==> src/design/riscv_pkg.sv <==
// --------------------
// rv32i core package
// --------------------

package riscv_pkg;

    localparam int xlen       = 32;
    localparam int reg_addr_w = 5;

    localparam logic [xlen-1:0] reset_pc = 32'h8000_0000; // first fetch

    // major opcodes, bits [6:0] of the instruction
    typedef enum logic [6:0] {
        opc_op     = 7'b0110011,
        opc_op_imm = 7'b0010011,
        opc_load   = 7'b0000011,
        opc_store  = 7'b0100011,
        opc_branch = 7'b1100011,
        opc_jal    = 7'b1101111,
        opc_jalr   = 7'b1100111,
        opc_lui    = 7'b0110111,
        opc_auipc  = 7'b0010111
    } opcode_t;

    typedef enum logic [2:0] {
        fmt_r,
        fmt_i,
        fmt_s,
        fmt_b,
        fmt_u,
        fmt_j,
        fmt_none   // nothing decodable
    } inst_fmt_t;

    typedef enum logic [3:0] {
        alu_add,
        alu_sub,
        alu_sll,
        alu_slt,
        alu_sltu,
        alu_xor,
        alu_srl,
        alu_sra,
        alu_or,
        alu_and
    } alu_op_t;

    // writeback source
    typedef enum logic [1:0] {
        wb_alu,
        wb_link,   // pc+4 of jal/jalr
        wb_load,
        wb_none
    } wb_sel_t;

    typedef enum logic [1:0] {
        ph_fetch,
        ph_exec,
        ph_mem
    } phase_t;

    // decoded control for the instruction held on imem_rdata
    typedef struct packed {
        opcode_t               opcode;
        logic [2:0]            funct3;
        logic [reg_addr_w-1:0] rd;
        logic [reg_addr_w-1:0] rs1;
        logic [reg_addr_w-1:0] rs2;
        logic [xlen-1:0]       imm;    // sign extended
        alu_op_t               alu_op;
        wb_sel_t               wb_sel;
        logic                  is_load;
        logic                  is_store;
    } ctrl_t;

    typedef struct packed {
        logic            valid;
        logic            we;
        logic [xlen-1:0] addr;
        logic [xlen-1:0] wdata;
        logic [3:0]      be;     // one bit per byte lane
    } dmem_req_t;

    // one record per retired instruction, also the regfile write port
    typedef struct packed {
        logic                  valid;
        logic [xlen-1:0]       pc;
        logic [reg_addr_w-1:0] rd;
        logic                  we;
        logic [xlen-1:0]       data;
    } retire_t;

endpackage
==> src/design/core_top.sv <==
// --------------------
// rv32i core top
// --------------------

module core_top import riscv_pkg::*; (
    input  logic            clk,
    input  logic            reset,
    output logic            imem_req,
    output logic [xlen-1:0] imem_addr,
    input  logic [xlen-1:0] imem_rdata,
    output dmem_req_t       dmem_req,
    input  logic [xlen-1:0] dmem_rdata,
    output retire_t         retire
);

    logic [xlen-1:0] pc;
    logic            mem_issue;
    logic            retire_en;
    ctrl_t           ctrl;
    logic [xlen-1:0] rs1_data;
    logic [xlen-1:0] rs2_data;
    logic [xlen-1:0] exec_result;
    logic            jump_en;
    logic [xlen-1:0] jump_target;

    assign imem_addr = pc;

    fetch_unit u_fetch (
        .clk         (clk),
        .reset       (reset),
        .is_mem      (ctrl.is_load | ctrl.is_store),
        .jump_en     (jump_en),
        .jump_target (jump_target),
        .pc          (pc),
        .phase       (),
        .imem_req    (imem_req),
        .mem_issue   (mem_issue),
        .retire_en   (retire_en)
    );

    decoder u_dec (
        .inst (imem_rdata),
        .ctrl (ctrl)
    );

    reg_file u_regs (
        .clk      (clk),
        .reset    (reset),
        .rs1      (ctrl.rs1),
        .rs2      (ctrl.rs2),
        .wr       (retire),   // writeback rides on the retire record
        .rs1_data (rs1_data),
        .rs2_data (rs2_data)
    );

    execute_unit u_exec (
        .ctrl        (ctrl),
        .pc          (pc),
        .rs1_data    (rs1_data),
        .rs2_data    (rs2_data),
        .exec_result (exec_result),
        .jump_en     (jump_en),
        .jump_target (jump_target)
    );

    mem_stage u_mem (
        .ctrl        (ctrl),
        .pc          (pc),
        .mem_issue   (mem_issue),
        .retire_en   (retire_en),
        .exec_result (exec_result),
        .rs2_data    (rs2_data),
        .dmem_rdata  (dmem_rdata),
        .dmem_req    (dmem_req),
        .retire      (retire)
    );

endmodule

==> src/design/mem_stage.sv <==
// --------------------
// data access, retire
// --------------------

module mem_stage import riscv_pkg::*; (
    input  ctrl_t           ctrl,
    input  logic [xlen-1:0] pc,
    input  logic            mem_issue,
    input  logic            retire_en,
    input  logic [xlen-1:0] exec_result,
    input  logic [xlen-1:0] rs2_data,
    input  logic [xlen-1:0] dmem_rdata,
    output dmem_req_t       dmem_req,
    output retire_t         retire
);

    logic [1:0]      offset;
    logic [xlen-1:0] lane;
    logic [xlen-1:0] load_data;

    assign offset = exec_result[1:0];

    always_comb begin
        dmem_req.valid = mem_issue;
        dmem_req.we    = ctrl.is_store;
        dmem_req.addr  = exec_result;
        case (ctrl.funct3[1:0])
            2'b00: begin   // sb
                dmem_req.be    = 4'b0001 << offset;
                dmem_req.wdata = {4{rs2_data[7:0]}};
            end
            2'b01: begin   // sh
                dmem_req.be    = 4'b0011 << offset;
                dmem_req.wdata = {2{rs2_data[15:0]}};
            end
            default: begin
                dmem_req.be    = 4'b1111;
                dmem_req.wdata = rs2_data;
            end
        endcase
    end

    // addressed lane moved down to bit 0
    assign lane = dmem_rdata >> {offset, 3'b000};

    always_comb begin
        case (ctrl.funct3)
            3'b000:  load_data = {{24{lane[7]}}, lane[7:0]};     // lb
            3'b001:  load_data = {{16{lane[15]}}, lane[15:0]};   // lh
            3'b100:  load_data = {24'b0, lane[7:0]};
            3'b101:  load_data = {16'b0, lane[15:0]};
            default: load_data = dmem_rdata;                     // lw
        endcase
    end

    always_comb begin
        retire.valid = retire_en;
        retire.pc    = pc;
        retire.rd    = ctrl.rd;
        retire.we    = (ctrl.wb_sel != wb_none) && (ctrl.rd != '0);
        case (ctrl.wb_sel)
            wb_alu, wb_link: retire.data = exec_result; // link already pc+4
            wb_load:         retire.data = load_data;
            default:         retire.data = '0;
        endcase
    end

endmodule

==> src/design/execute_unit.sv <==
// --------------------
// execute and branch
// --------------------

module execute_unit import riscv_pkg::*; (
    input  ctrl_t           ctrl,
    input  logic [xlen-1:0] pc,
    input  logic [xlen-1:0] rs1_data,
    input  logic [xlen-1:0] rs2_data,
    output logic [xlen-1:0] exec_result,
    output logic            jump_en,
    output logic [xlen-1:0] jump_target
);

    logic [xlen-1:0] alu_a;
    logic [xlen-1:0] alu_b;
    logic [xlen-1:0] alu_y;
    logic            is_jump;

    // operand select
    always_comb begin
        case (ctrl.opcode)
            opc_op_imm, opc_load, opc_store, opc_jalr: begin
                alu_a = rs1_data;
                alu_b = ctrl.imm;
            end
            opc_lui: begin
                alu_a = '0;
                alu_b = ctrl.imm;
            end
            opc_auipc, opc_branch, opc_jal: begin
                alu_a = pc;        // pc relative
                alu_b = ctrl.imm;
            end
            default: begin
                alu_a = rs1_data;
                alu_b = rs2_data;
            end
        endcase
    end

    alu u_alu (
        .a  (alu_a),
        .b  (alu_b),
        .op (ctrl.alu_op),
        .y  (alu_y)
    );

    assign is_jump     = (ctrl.opcode == opc_jal) || (ctrl.opcode == opc_jalr);
    assign exec_result = is_jump ? pc + xlen'(4) : alu_y;  // link value for jumps

    always_comb begin
        jump_target = alu_y;
        jump_en     = 1'b0;
        case (ctrl.opcode)
            opc_jal:  jump_en = 1'b1;
            opc_jalr: begin
                jump_en     = 1'b1;
                jump_target = {alu_y[xlen-1:1], 1'b0};
            end
            opc_branch: begin
                case (ctrl.funct3)
                    3'b000:  jump_en = (rs1_data == rs2_data);
                    3'b001:  jump_en = (rs1_data != rs2_data);
                    3'b100:  jump_en = ($signed(rs1_data) < $signed(rs2_data));
                    3'b101:  jump_en = ($signed(rs1_data) >= $signed(rs2_data));
                    3'b110:  jump_en = (rs1_data < rs2_data);
                    3'b111:  jump_en = (rs1_data >= rs2_data);
                    default: jump_en = 1'b0;
                endcase
            end
            default: jump_en = 1'b0;
        endcase
    end

endmodule

==> src/design/reg_file.sv <==
// --------------------
// general registers
// --------------------

module reg_file import riscv_pkg::*; (
    input  logic                  clk,
    input  logic                  reset,
    input  logic [reg_addr_w-1:0] rs1,
    input  logic [reg_addr_w-1:0] rs2,
    input  retire_t               wr,
    output logic [xlen-1:0]       rs1_data,
    output logic [xlen-1:0]       rs2_data
);

    logic [xlen-1:0] regs [2**reg_addr_w];

    always_ff @(posedge clk) begin
        if (reset) begin
            for (int i = 0; i < 2**reg_addr_w; i++) begin
                regs[i] <= '0;
            end
        end else if (wr.valid && wr.we) begin
            regs[wr.rd] <= wr.data;
        end
    end

    // x0 always reads as zero
    assign rs1_data = (rs1 == '0) ? '0 : regs[rs1];
    assign rs2_data = (rs2 == '0) ? '0 : regs[rs2];

endmodule

==> src/design/decoder.sv <==
// --------------------
// instruction decoder
// --------------------

module decoder import riscv_pkg::*; (
    input  logic [xlen-1:0] inst,
    output ctrl_t           ctrl
);

    opcode_t    opc;
    logic [6:0] funct7;
    logic [2:0] funct3;
    inst_fmt_t  fmt;

    assign opc    = opcode_t'(inst[6:0]);
    assign funct3 = inst[14:12];
    assign funct7 = inst[31:25];

    // format from the major opcode
    always_comb begin
        case (opc)
            opc_op:                          fmt = fmt_r;
            opc_op_imm, opc_load, opc_jalr:  fmt = fmt_i;
            opc_store:                       fmt = fmt_s;
            opc_branch:                      fmt = fmt_b;
            opc_lui, opc_auipc:              fmt = fmt_u;
            opc_jal:                         fmt = fmt_j;
            default:                         fmt = fmt_none;
        endcase
    end

    always_comb begin
        ctrl.opcode = opc;
        ctrl.funct3 = funct3;
        ctrl.rd     = inst[11:7];
        ctrl.rs1    = inst[19:15];
        ctrl.rs2    = inst[24:20];

        case (fmt)
            fmt_i:   ctrl.imm = {{20{inst[31]}}, inst[31:20]};
            fmt_s:   ctrl.imm = {{20{inst[31]}}, inst[31:25], inst[11:7]};
            fmt_b:   ctrl.imm = {{20{inst[31]}}, inst[7], inst[30:25], inst[11:8], 1'b0};
            fmt_u:   ctrl.imm = {inst[31:12], 12'b0};
            fmt_j:   ctrl.imm = {{12{inst[31]}}, inst[19:12], inst[20], inst[30:21], 1'b0};
            default: ctrl.imm = '0;  // r format has none
        endcase

        // address and link arithmetic all go through add
        ctrl.alu_op = alu_add;
        if (opc == opc_op || opc == opc_op_imm) begin
            case (funct3)
                3'b000:  ctrl.alu_op = (opc == opc_op && funct7[5]) ? alu_sub : alu_add;
                3'b001:  ctrl.alu_op = alu_sll;
                3'b010:  ctrl.alu_op = alu_slt;
                3'b011:  ctrl.alu_op = alu_sltu;
                3'b100:  ctrl.alu_op = alu_xor;
                3'b101:  ctrl.alu_op = funct7[5] ? alu_sra : alu_srl;
                3'b110:  ctrl.alu_op = alu_or;
                default: ctrl.alu_op = alu_and;
            endcase
        end

        case (opc)
            opc_op, opc_op_imm, opc_lui, opc_auipc: ctrl.wb_sel = wb_alu;
            opc_jal, opc_jalr:                      ctrl.wb_sel = wb_link;
            opc_load:                               ctrl.wb_sel = wb_load;
            default:                                ctrl.wb_sel = wb_none; // store, branch
        endcase

        ctrl.is_load  = (opc == opc_load);
        ctrl.is_store = (opc == opc_store);
    end

endmodule

==> src/design/fetch_unit.sv <==
// --------------------
// pc and phase FSM
// --------------------

module fetch_unit import riscv_pkg::*; (
    input  logic            clk,
    input  logic            reset,
    input  logic            is_mem,
    input  logic            jump_en,
    input  logic [xlen-1:0] jump_target,
    output logic [xlen-1:0] pc,
    output phase_t          phase,
    output logic            imem_req,
    output logic            mem_issue,
    output logic            retire_en
);

    phase_t phase_nxt;

    // fetch only moves on once the strobe has actually gone out,
    // so the cycle right after reset just raises imem_req
    always_comb begin
        phase_nxt = phase;
        case (phase)
            ph_fetch: if (imem_req) phase_nxt = ph_exec;
            ph_exec:  phase_nxt = is_mem ? ph_mem : ph_fetch;
            ph_mem:   phase_nxt = ph_fetch;
            default:  phase_nxt = ph_fetch;
        endcase
    end

    always_ff @(posedge clk) begin
        if (reset) begin
            phase    <= ph_fetch;
            imem_req <= 1'b0;
        end else begin
            phase    <= phase_nxt;
            imem_req <= (phase_nxt == ph_fetch); // one cycle strobe per fetch
        end
    end

    assign mem_issue = (phase == ph_exec) && is_mem;
    assign retire_en = ((phase == ph_exec) && !is_mem) || (phase == ph_mem);

    // next pc taken at retirement
    always_ff @(posedge clk) begin
        if (reset) begin
            pc <= reset_pc;
        end else if (retire_en) begin
            pc <= jump_en ? jump_target : pc + xlen'(4);
        end
    end

endmodule

==> src/design/alu.sv <==
// --------------------
// integer ALU
// --------------------

module alu import riscv_pkg::*; (
    input  logic [xlen-1:0] a,
    input  logic [xlen-1:0] b,
    input  alu_op_t         op,
    output logic [xlen-1:0] y
);

    logic [4:0] shamt;

    assign shamt = b[4:0];  // rv32 shifts use 5 bits

    always_comb begin
        case (op)
            alu_add:  y = a + b;
            alu_sub:  y = a - b;
            alu_sll:  y = a << shamt;
            alu_slt:  y = {{(xlen-1){1'b0}}, $signed(a) < $signed(b)};
            alu_sltu: y = {{(xlen-1){1'b0}}, a < b};
            alu_xor:  y = a ^ b;
            alu_srl:  y = a >> shamt;
            alu_sra:  y = $unsigned($signed(a) >>> shamt);
            alu_or:   y = a | b;
            alu_and:  y = a & b;
            default:  y = '0;
        endcase
    end

endmodule

==> config.mk <==
export PLATFORM = sky130hd
export DESIGN_NAME = core_top
export DESIGN_NICKNAME = d
export VERILOG_FILES = /design/src/design/riscv_pkg.sv /design/src/design/core_top.sv /design/src/design/mem_stage.sv /design/src/design/execute_unit.sv /design/src/design/reg_file.sv /design/src/design/decoder.sv /design/src/design/fetch_unit.sv /design/src/design/alu.sv
export SDC_FILE = /design/constraint.sdc
export NUM_CORES = 2
export LEC_CHECK = 0
export BUFFER_PORTS_ARGS = -buffer_cell sky130_fd_sc_hd__buf_4
export CAP_MARGIN = 20
export CELL_PAD_IN_SITES_DETAIL_PLACEMENT = 2
export CELL_PAD_IN_SITES_GLOBAL_PLACEMENT = 2
export CORE_MARGIN = 2
export CORE_UTILIZATION = 45
export CTS_CLUSTER_SIZE = 30
export DETAILED_ROUTE_END_ITERATION = 10
export HOLD_SLACK_MARGIN = 0.1
export PLACE_DENSITY_LB_ADDON = 0.1
export SLEW_MARGIN = 25
export SYNTH_ARGS = -nofsm -noshare
export SYNTH_HDL_FRONTEND = slang
export SYNTH_HIERARCHICAL = 1
export SYNTH_SLANG_ARGS = --single-unit
==> constraint.sdc <==
create_clock -name clk -period 9.6 [get_ports clk]
set_input_delay 0.48 -clock clk [delete_from_list [all_inputs] [get_ports clk]]
set_output_delay 0.48 -clock clk [all_outputs]
set_load 0.005 [all_outputs]
-- Word-level counts from Yosys, hierarchy flattened
Memory sizes are Yosys's and may differ from the RTL's.
Cells that the tools add are included.
- bits in registers: 35
- RAM bits: 1024
- memories kept: 1
- logic and storage cells: 118
- memories (memory ; words ; width ; read ports ; clocked after Yosys merged registers in ; wr ports ; line ; text):
    u_regs.regs ; 32 ; 32 ; 2 ; 0 ; 32 ; reg_file.sv:15 ; logic [xlen-1:0] regs [2**reg_addr_w];
- order comparisons: 6
- shift-type cells: 6
- reductions and logical operators: 26
- add/subtract/negate cells: 3
- eq/ne operators: 38
- multiplexer cells: 31
- bitwise operators: 4
- operators with widths (operator ; count):
    one-hot mux 32 bit (10 select lines) ; 1
    two-way mux 32 bit ; 6
    one-hot mux 32 bit (5 select lines) ; 1
    less-than comparator 32 bit ; 4
    one-hot mux 32 bit (2 select lines) ; 2
    one-hot mux 32 bit (4 select lines) ; 1
    one-hot mux 36 bit (2 select lines) ; 1
    >= comparator 32 bit ; 2
    adder 32 x 3 -> 32 bit, second input constant ; 1
    adder 32 bit ; 1
    AND 32 bit ; 1
    equality test 32 bit ; 1
    inequality test 32 bit ; 1
    bitwise OR 32 bit ; 1
    OR reduction 32 bit ; 1
    left shift 32 x 5 -> 32 bit ; 1
    right shift 32 x 5 -> 16 bit ; 1
    right shift 32 x 5 -> 32 bit ; 1
    >>> shifter 32 x 5 -> 32 bit ; 1
    subtractor 32 bit ; 1
    XOR 32 bit ; 1
    one-hot mux 4 bit (7 select lines) ; 1
    equality test 7 x 6 -> 1 bit, second input constant ; 3
    equality test 7 bit, second input constant ; 3
    other kinds (36) ; 76

-- Logic depth before layout (Yosys ltp)
- depth after elaboration: 13
- depth in mapped cells: 35
- depth with buffers taken out: 25

-- By module
The synthesis kept the hierarchy.
- by module, submodules not included (module ; cells an instance ; area each (um^2) ; times used ; seq. area each (um^2)):
    reg_file ; 3547 ; 54534.8 ; 1 ; 30749.5
    alu ; 1181 ; 8359.3 ; 1 ; 0.0
    execute_unit ; 364 ; 2536.2 ; 1 ; 0.0
    fetch_unit ; 290 ; 2364.8 ; 1 ; 700.7
    mem_stage ; 268 ; 1933.1 ; 1 ; 0.0
    decoder ; 158 ; 979.7 ; 1 ; 0.0
    core_top ; 1 ; 6.3 ; 1 ; 0.0

-- Worst setup path after synthesis
Ideal clock, no wire load.
- path kind: input -> register
- start: in imem_rdata[6]
- end: mem u_regs.regs[0][16] (data pin)
- cell stages on the path: 35
- path buffers: 10
- setup time: 255 ps
- path slack: 1608 ps
- data arrival time: 7737 ps
- required time: 9345 ps
- cells stage by stage: buf_2 nor3b_1 o211a_1 clkbuf_1 inv_1 ha_1 a21oi_2 or2_1 buf_2 nor2_1 mux2_2 inv_1 buf_2 buf_1 buf_1 ha_1 buf_2 o21bai_1 nand3b_1 a311oi_1 o21ai_1 a311oi_2 a2111oi_0 or2_1 o21ai_0 o2111ai_1 mux2_2 buf_2 and4b_1 a31oi_2 a2111oi_4 buf_6 a221o_1 clkbuf_1 and2_1
- RTL lines (what ; line ; text):
    start: declaration ; core_top.sv:10 ; input logic [xlen-1:0] imem_rdata,
    end: declaration ; reg_file.sv:15 ;

==> metrics.yaml <==
run_status:
  status: "complete, no violations"
logic_synthesis:
  synth_fp_nets: 6011
  ys_seq_area_share_pct: 44.5
  synth_area_sq_mm: 0.0707
  synth_seq_cells: 1059
  synth_cell_types: 121
  synth.avg_cell_area_sq_um: 12.2
  synth_edf_count: 1024
  async_flop_share_pct: 0
  ys_warn_count: 6
  syn_inst: 5809
  synth_flop_cell: "edfxtp_1"
grt:
  gr-usage-all-layers_pct: 43.6
  grt_pass1_wl_mm: 491
  grt_max_degree: 62
  grt_pass1_vias: 60355
  grt_overflow: 0
  antenna_found_initial: 25
clock_network:
  cts_resized: 0
  cts_tree: "yes"
  clk_latency_ns: 0.78
  cts_setup_buffers: 0
  clock_sinks: 1059
  clockBufferDepth: 3
  cts.root.buffer_cell: "clkbuf_16"
  htreeDepth: 3
  cts_buffers: 118
  clk_pin_slew_worst_paths_ns: 0.06
  hold_buffers: 0
setup_path:
  startpoint: "imem_rdata[22]"
  r2r_slack_ns: 1.31
  cp.depth: 29
  cp_top_family: "compound AO/OA/AOI/OAI gates"
  crit_end: "retire[8]"
  slowest_delay_ns: 0.95
  endpoint_kind: "output pin"
  path_buf_inv: 10
  cp.required_ns: 9.12
  slowest_stage: "or3b_2"
  critical_path.max_fanout: 35
  start_kind: "primary input"
  reg2reg_depth: 27
  cp_common_cell: "buf_4"
  timing.rr.end: "u_regs/regs[2][11]"
  critPathArrivalTime_ns: 8.79
  worstSetupPathType: "in -> out"
  reg2reg_from: "u_regs/regs[31][3]"
layout:
  multi_input_area_sq_mm: 0.0359
  seq_area_sq_mm: 0.0315
  drive_above_1_share_pct: 26.1
  fillers: 14973
  fin_nets: 6116
  fin_area_sq_mm: 0.0795
  syn_to_final_growth_pct: 12.4
floorplanning:
  io_pins: 240
  start_util_pct: 45.3
  die_w_um: 400
  die_height_um: 400
  fp-row-count: 145
  dieArea_sq_mm: 0.160
  core_area_sq_mm: 0.156
timing:
  hold_viol: 0
  fin_crit_ns: 9.27
  setup_viol: 0
  finClkSkew_ns: 0.0667
  final_max_slew_viol_count: 0
  setup_tns_ns: 0
  finalWorstSetupSlack_ns: 0.326
  rsz0062_at_grt: "no"
  worst_slew_pin_slew_ns: 1.22
  max_freq_ghz: 0.108
  fin_crit_sh_pct: 96.6
  slew_headroom_pct: 18.1
drt:
  drtIter0Drc: 8537
  wl_per_cell_um: 44.2
  drc: 0
  firstDrtPassIters: 5
  detail-route-antenna-nets: 0
  wl_mm: 357
  vias_per_cell: 7.19
  via_count: 58024
placement:
  globalplace.congestion: 1.00
  port_buffers: 239
  dpl_worst_slack_ns: 0.600
  post-dp-hpwl_mm: 243
  place_area_sq_mm: 0.0759
worst_hold_path:
  min_path_type: "in -> reg"
power_and_ir_drop:
  peakVddDrop_v: 0.000145
  powerDensity_mw_per_mm2: 170
  leakage_nw: 29.5
  power_mw: 13.5
flow_run:
  maxCapViolations: 0
through the flow:
stage / utilization (%) / std cells / hold slack [ns]
final: 50.9 / 8074 / 0.215
after global routing: 50.9 / 8069 / 0.219
after CTS: 50.9 / 8067 / 0.193
after detailed placement: 48.6 / 7852 / 0.502
after global placement: 48.6 / 7850 / 0.499
after floorplan: - / 5809 / 0.487
metal layers:
metal | GRT usage [%] | routed length, um | vias up
met1 | 52.6 | 124000 | 30289
met5 | 0 | 84 | -
met3 | 9.50 | 36300 | 1185
met2 | 68.2 | 161000 | 4271
met4 | 34.2 | 34500 | 12
li1 | - | - | 22267
registers in the layout, indices dropped and copies added (netlist names):
signal            count
u_fetch/imem_req      1
u_regs/regs        1024
u_fetch/pc           32
u_fetch/phase         2
Yosys cell counts (26+ instances only):
cell / count / area [sq um]
a2111oi_0: 26 / 228
a211oi_1: 62 / 465
a21o_1: 27 / 203
a21oi_1: 191 / 956
a22o_1: 92 / 806
a22oi_1: 35 / 263
a31oi_1: 34 / 213
and2_1: 1046 / 6540
and3_1: 31 / 194
buf_1: 28 / 105
buf_2: 79 / 395
buf_4: 139 / 1040
buf_6: 36 / 405
clkbuf_1: 368 / 1380
dfxtp_1: 35 / 701
edfxtp_1: 1024 / 30700
ha_1: 134 / 1680
inv_1: 157 / 589
mux2_2: 86 / 968
mux2i_1: 209 / 2090
mux4_2: 526 / 11800
nand2_1: 156 / 586
nand2b_1: 33 / 206
nand3_1: 66 / 330
nand4_1: 28 / 175
nor2_1: 267 / 1000
nor2b_1: 29 / 181
nor3_1: 97 / 485
o21ai_0: 143 / 716
o221ai_1: 49 / 429
o22ai_1: 107 / 669
or2_2: 34 / 213
or3_1: 27 / 169
xnor2_1: 32 / 280
cell families after synthesis:
logic type,share of synthesized area (%)
AND/OR/NAND/NOR,15.5
flip-flops,44.5
AO/OA/AOI/OAI,10.2
multiplexers,21.2
buffers and inverters,5.61
adder cells (fa/ha/maj),2.43
XOR/XNOR,0.619
layout make-up:
type	count	area share [%]
multi-input combinational	3935	45.1
sequential	1059	39.6
timing repair buffer	638	6.77
clock buffer	154	3.89
tap	2058	3.24
inverter	162	0.767
clock inverter	61	0.595
antenna	7	0.0220
where the power goes:
| part | total, mW | leakage, nW | internal [mW] | switching (mW) |
|---|---|---|---|---|
| Clock | 4.35 | 1.72 | 2.34 | 2.01 |
| Sequential | 5.33 | 10.9 | 5.21 | 0.122 |
| Combinational | 3.82 | 16.9 | 1.37 | 2.45 |
worst min-delay path by stage:
stage                           startpoint               end  slack [ns]  cells after the start
final                                reset  u_fetch/imem_req        0.21                      2
after global routing                 reset  u_fetch/imem_req        0.22                      2
after CTS                            reset  u_fetch/imem_req        0.19                      2
after detailed placement  u_fetch/imem_req  u_fetch/phase[0]        0.50                      1
after global placement    u_fetch/imem_req  u_fetch/phase[0]        0.50                      1
after floorplan              u_fetch/pc[0]     u_fetch/pc[0]        0.49                      2
cell usage in the layout, fill, tap and decap left out, types with 27 or more instances in the layout:
cell	netlist	routed
o22ai_1	107	105
a21oi_1	191	191
a211oi_1	62	59
nor3_1	97	88
clkinv_1	3	36
o21ai_0	143	141
and3_1	31	31
inv_1	157	155
buf_4	139	586
nand2b_1	33	33
mux2i_1	209	209
nand4_1	28	28
and2_1	1046	1045
buf_12	0	45
o221ai_1	49	42
edfxtp_1	1024	1024
nor2_1	267	232
mux2_2	86	85
clkbuf_1	368	36
ha_1	134	134
nand3_1	66	65
a31oi_1	34	33
a21o_1	27	27
a22oi_1	35	35
xnor2_1	32	32
a22o_1	92	92
mux4_2	526	526
dfxtp_1	35	35
nand2_1	156	156
clkbuf_16	0	118
worst register-to-register path, cell delays in order, from the launching register on:
cell	delay, ns
edfxtp_1	0.42
mux4_2	0.51
mux4_2	0.60
o22ai_1	0.72
nor3_1	0.31
a22o_1	0.43
inv_1	0.14
ha_1	0.29
nor2_1	0.09
nand3b_1	0.12
a311oi_1	0.10
buf_4	0.16
o21ai_1	0.45
a311oi_2	0.22
a2111oi_0	0.49
or2_1	0.20
o21ai_0	0.09
o2111ai_1	0.22
buf_4	0.20
mux2_2	0.15
buf_4	0.12
buf_4	0.22
nor2b_1	0.61
o2bb2ai_1	0.20
o2111ai_1	0.15
o221ai_2	0.19
buf_4	0.43
and2_1	0.25
No activity file was read; power rests on OpenSTA's default activity.
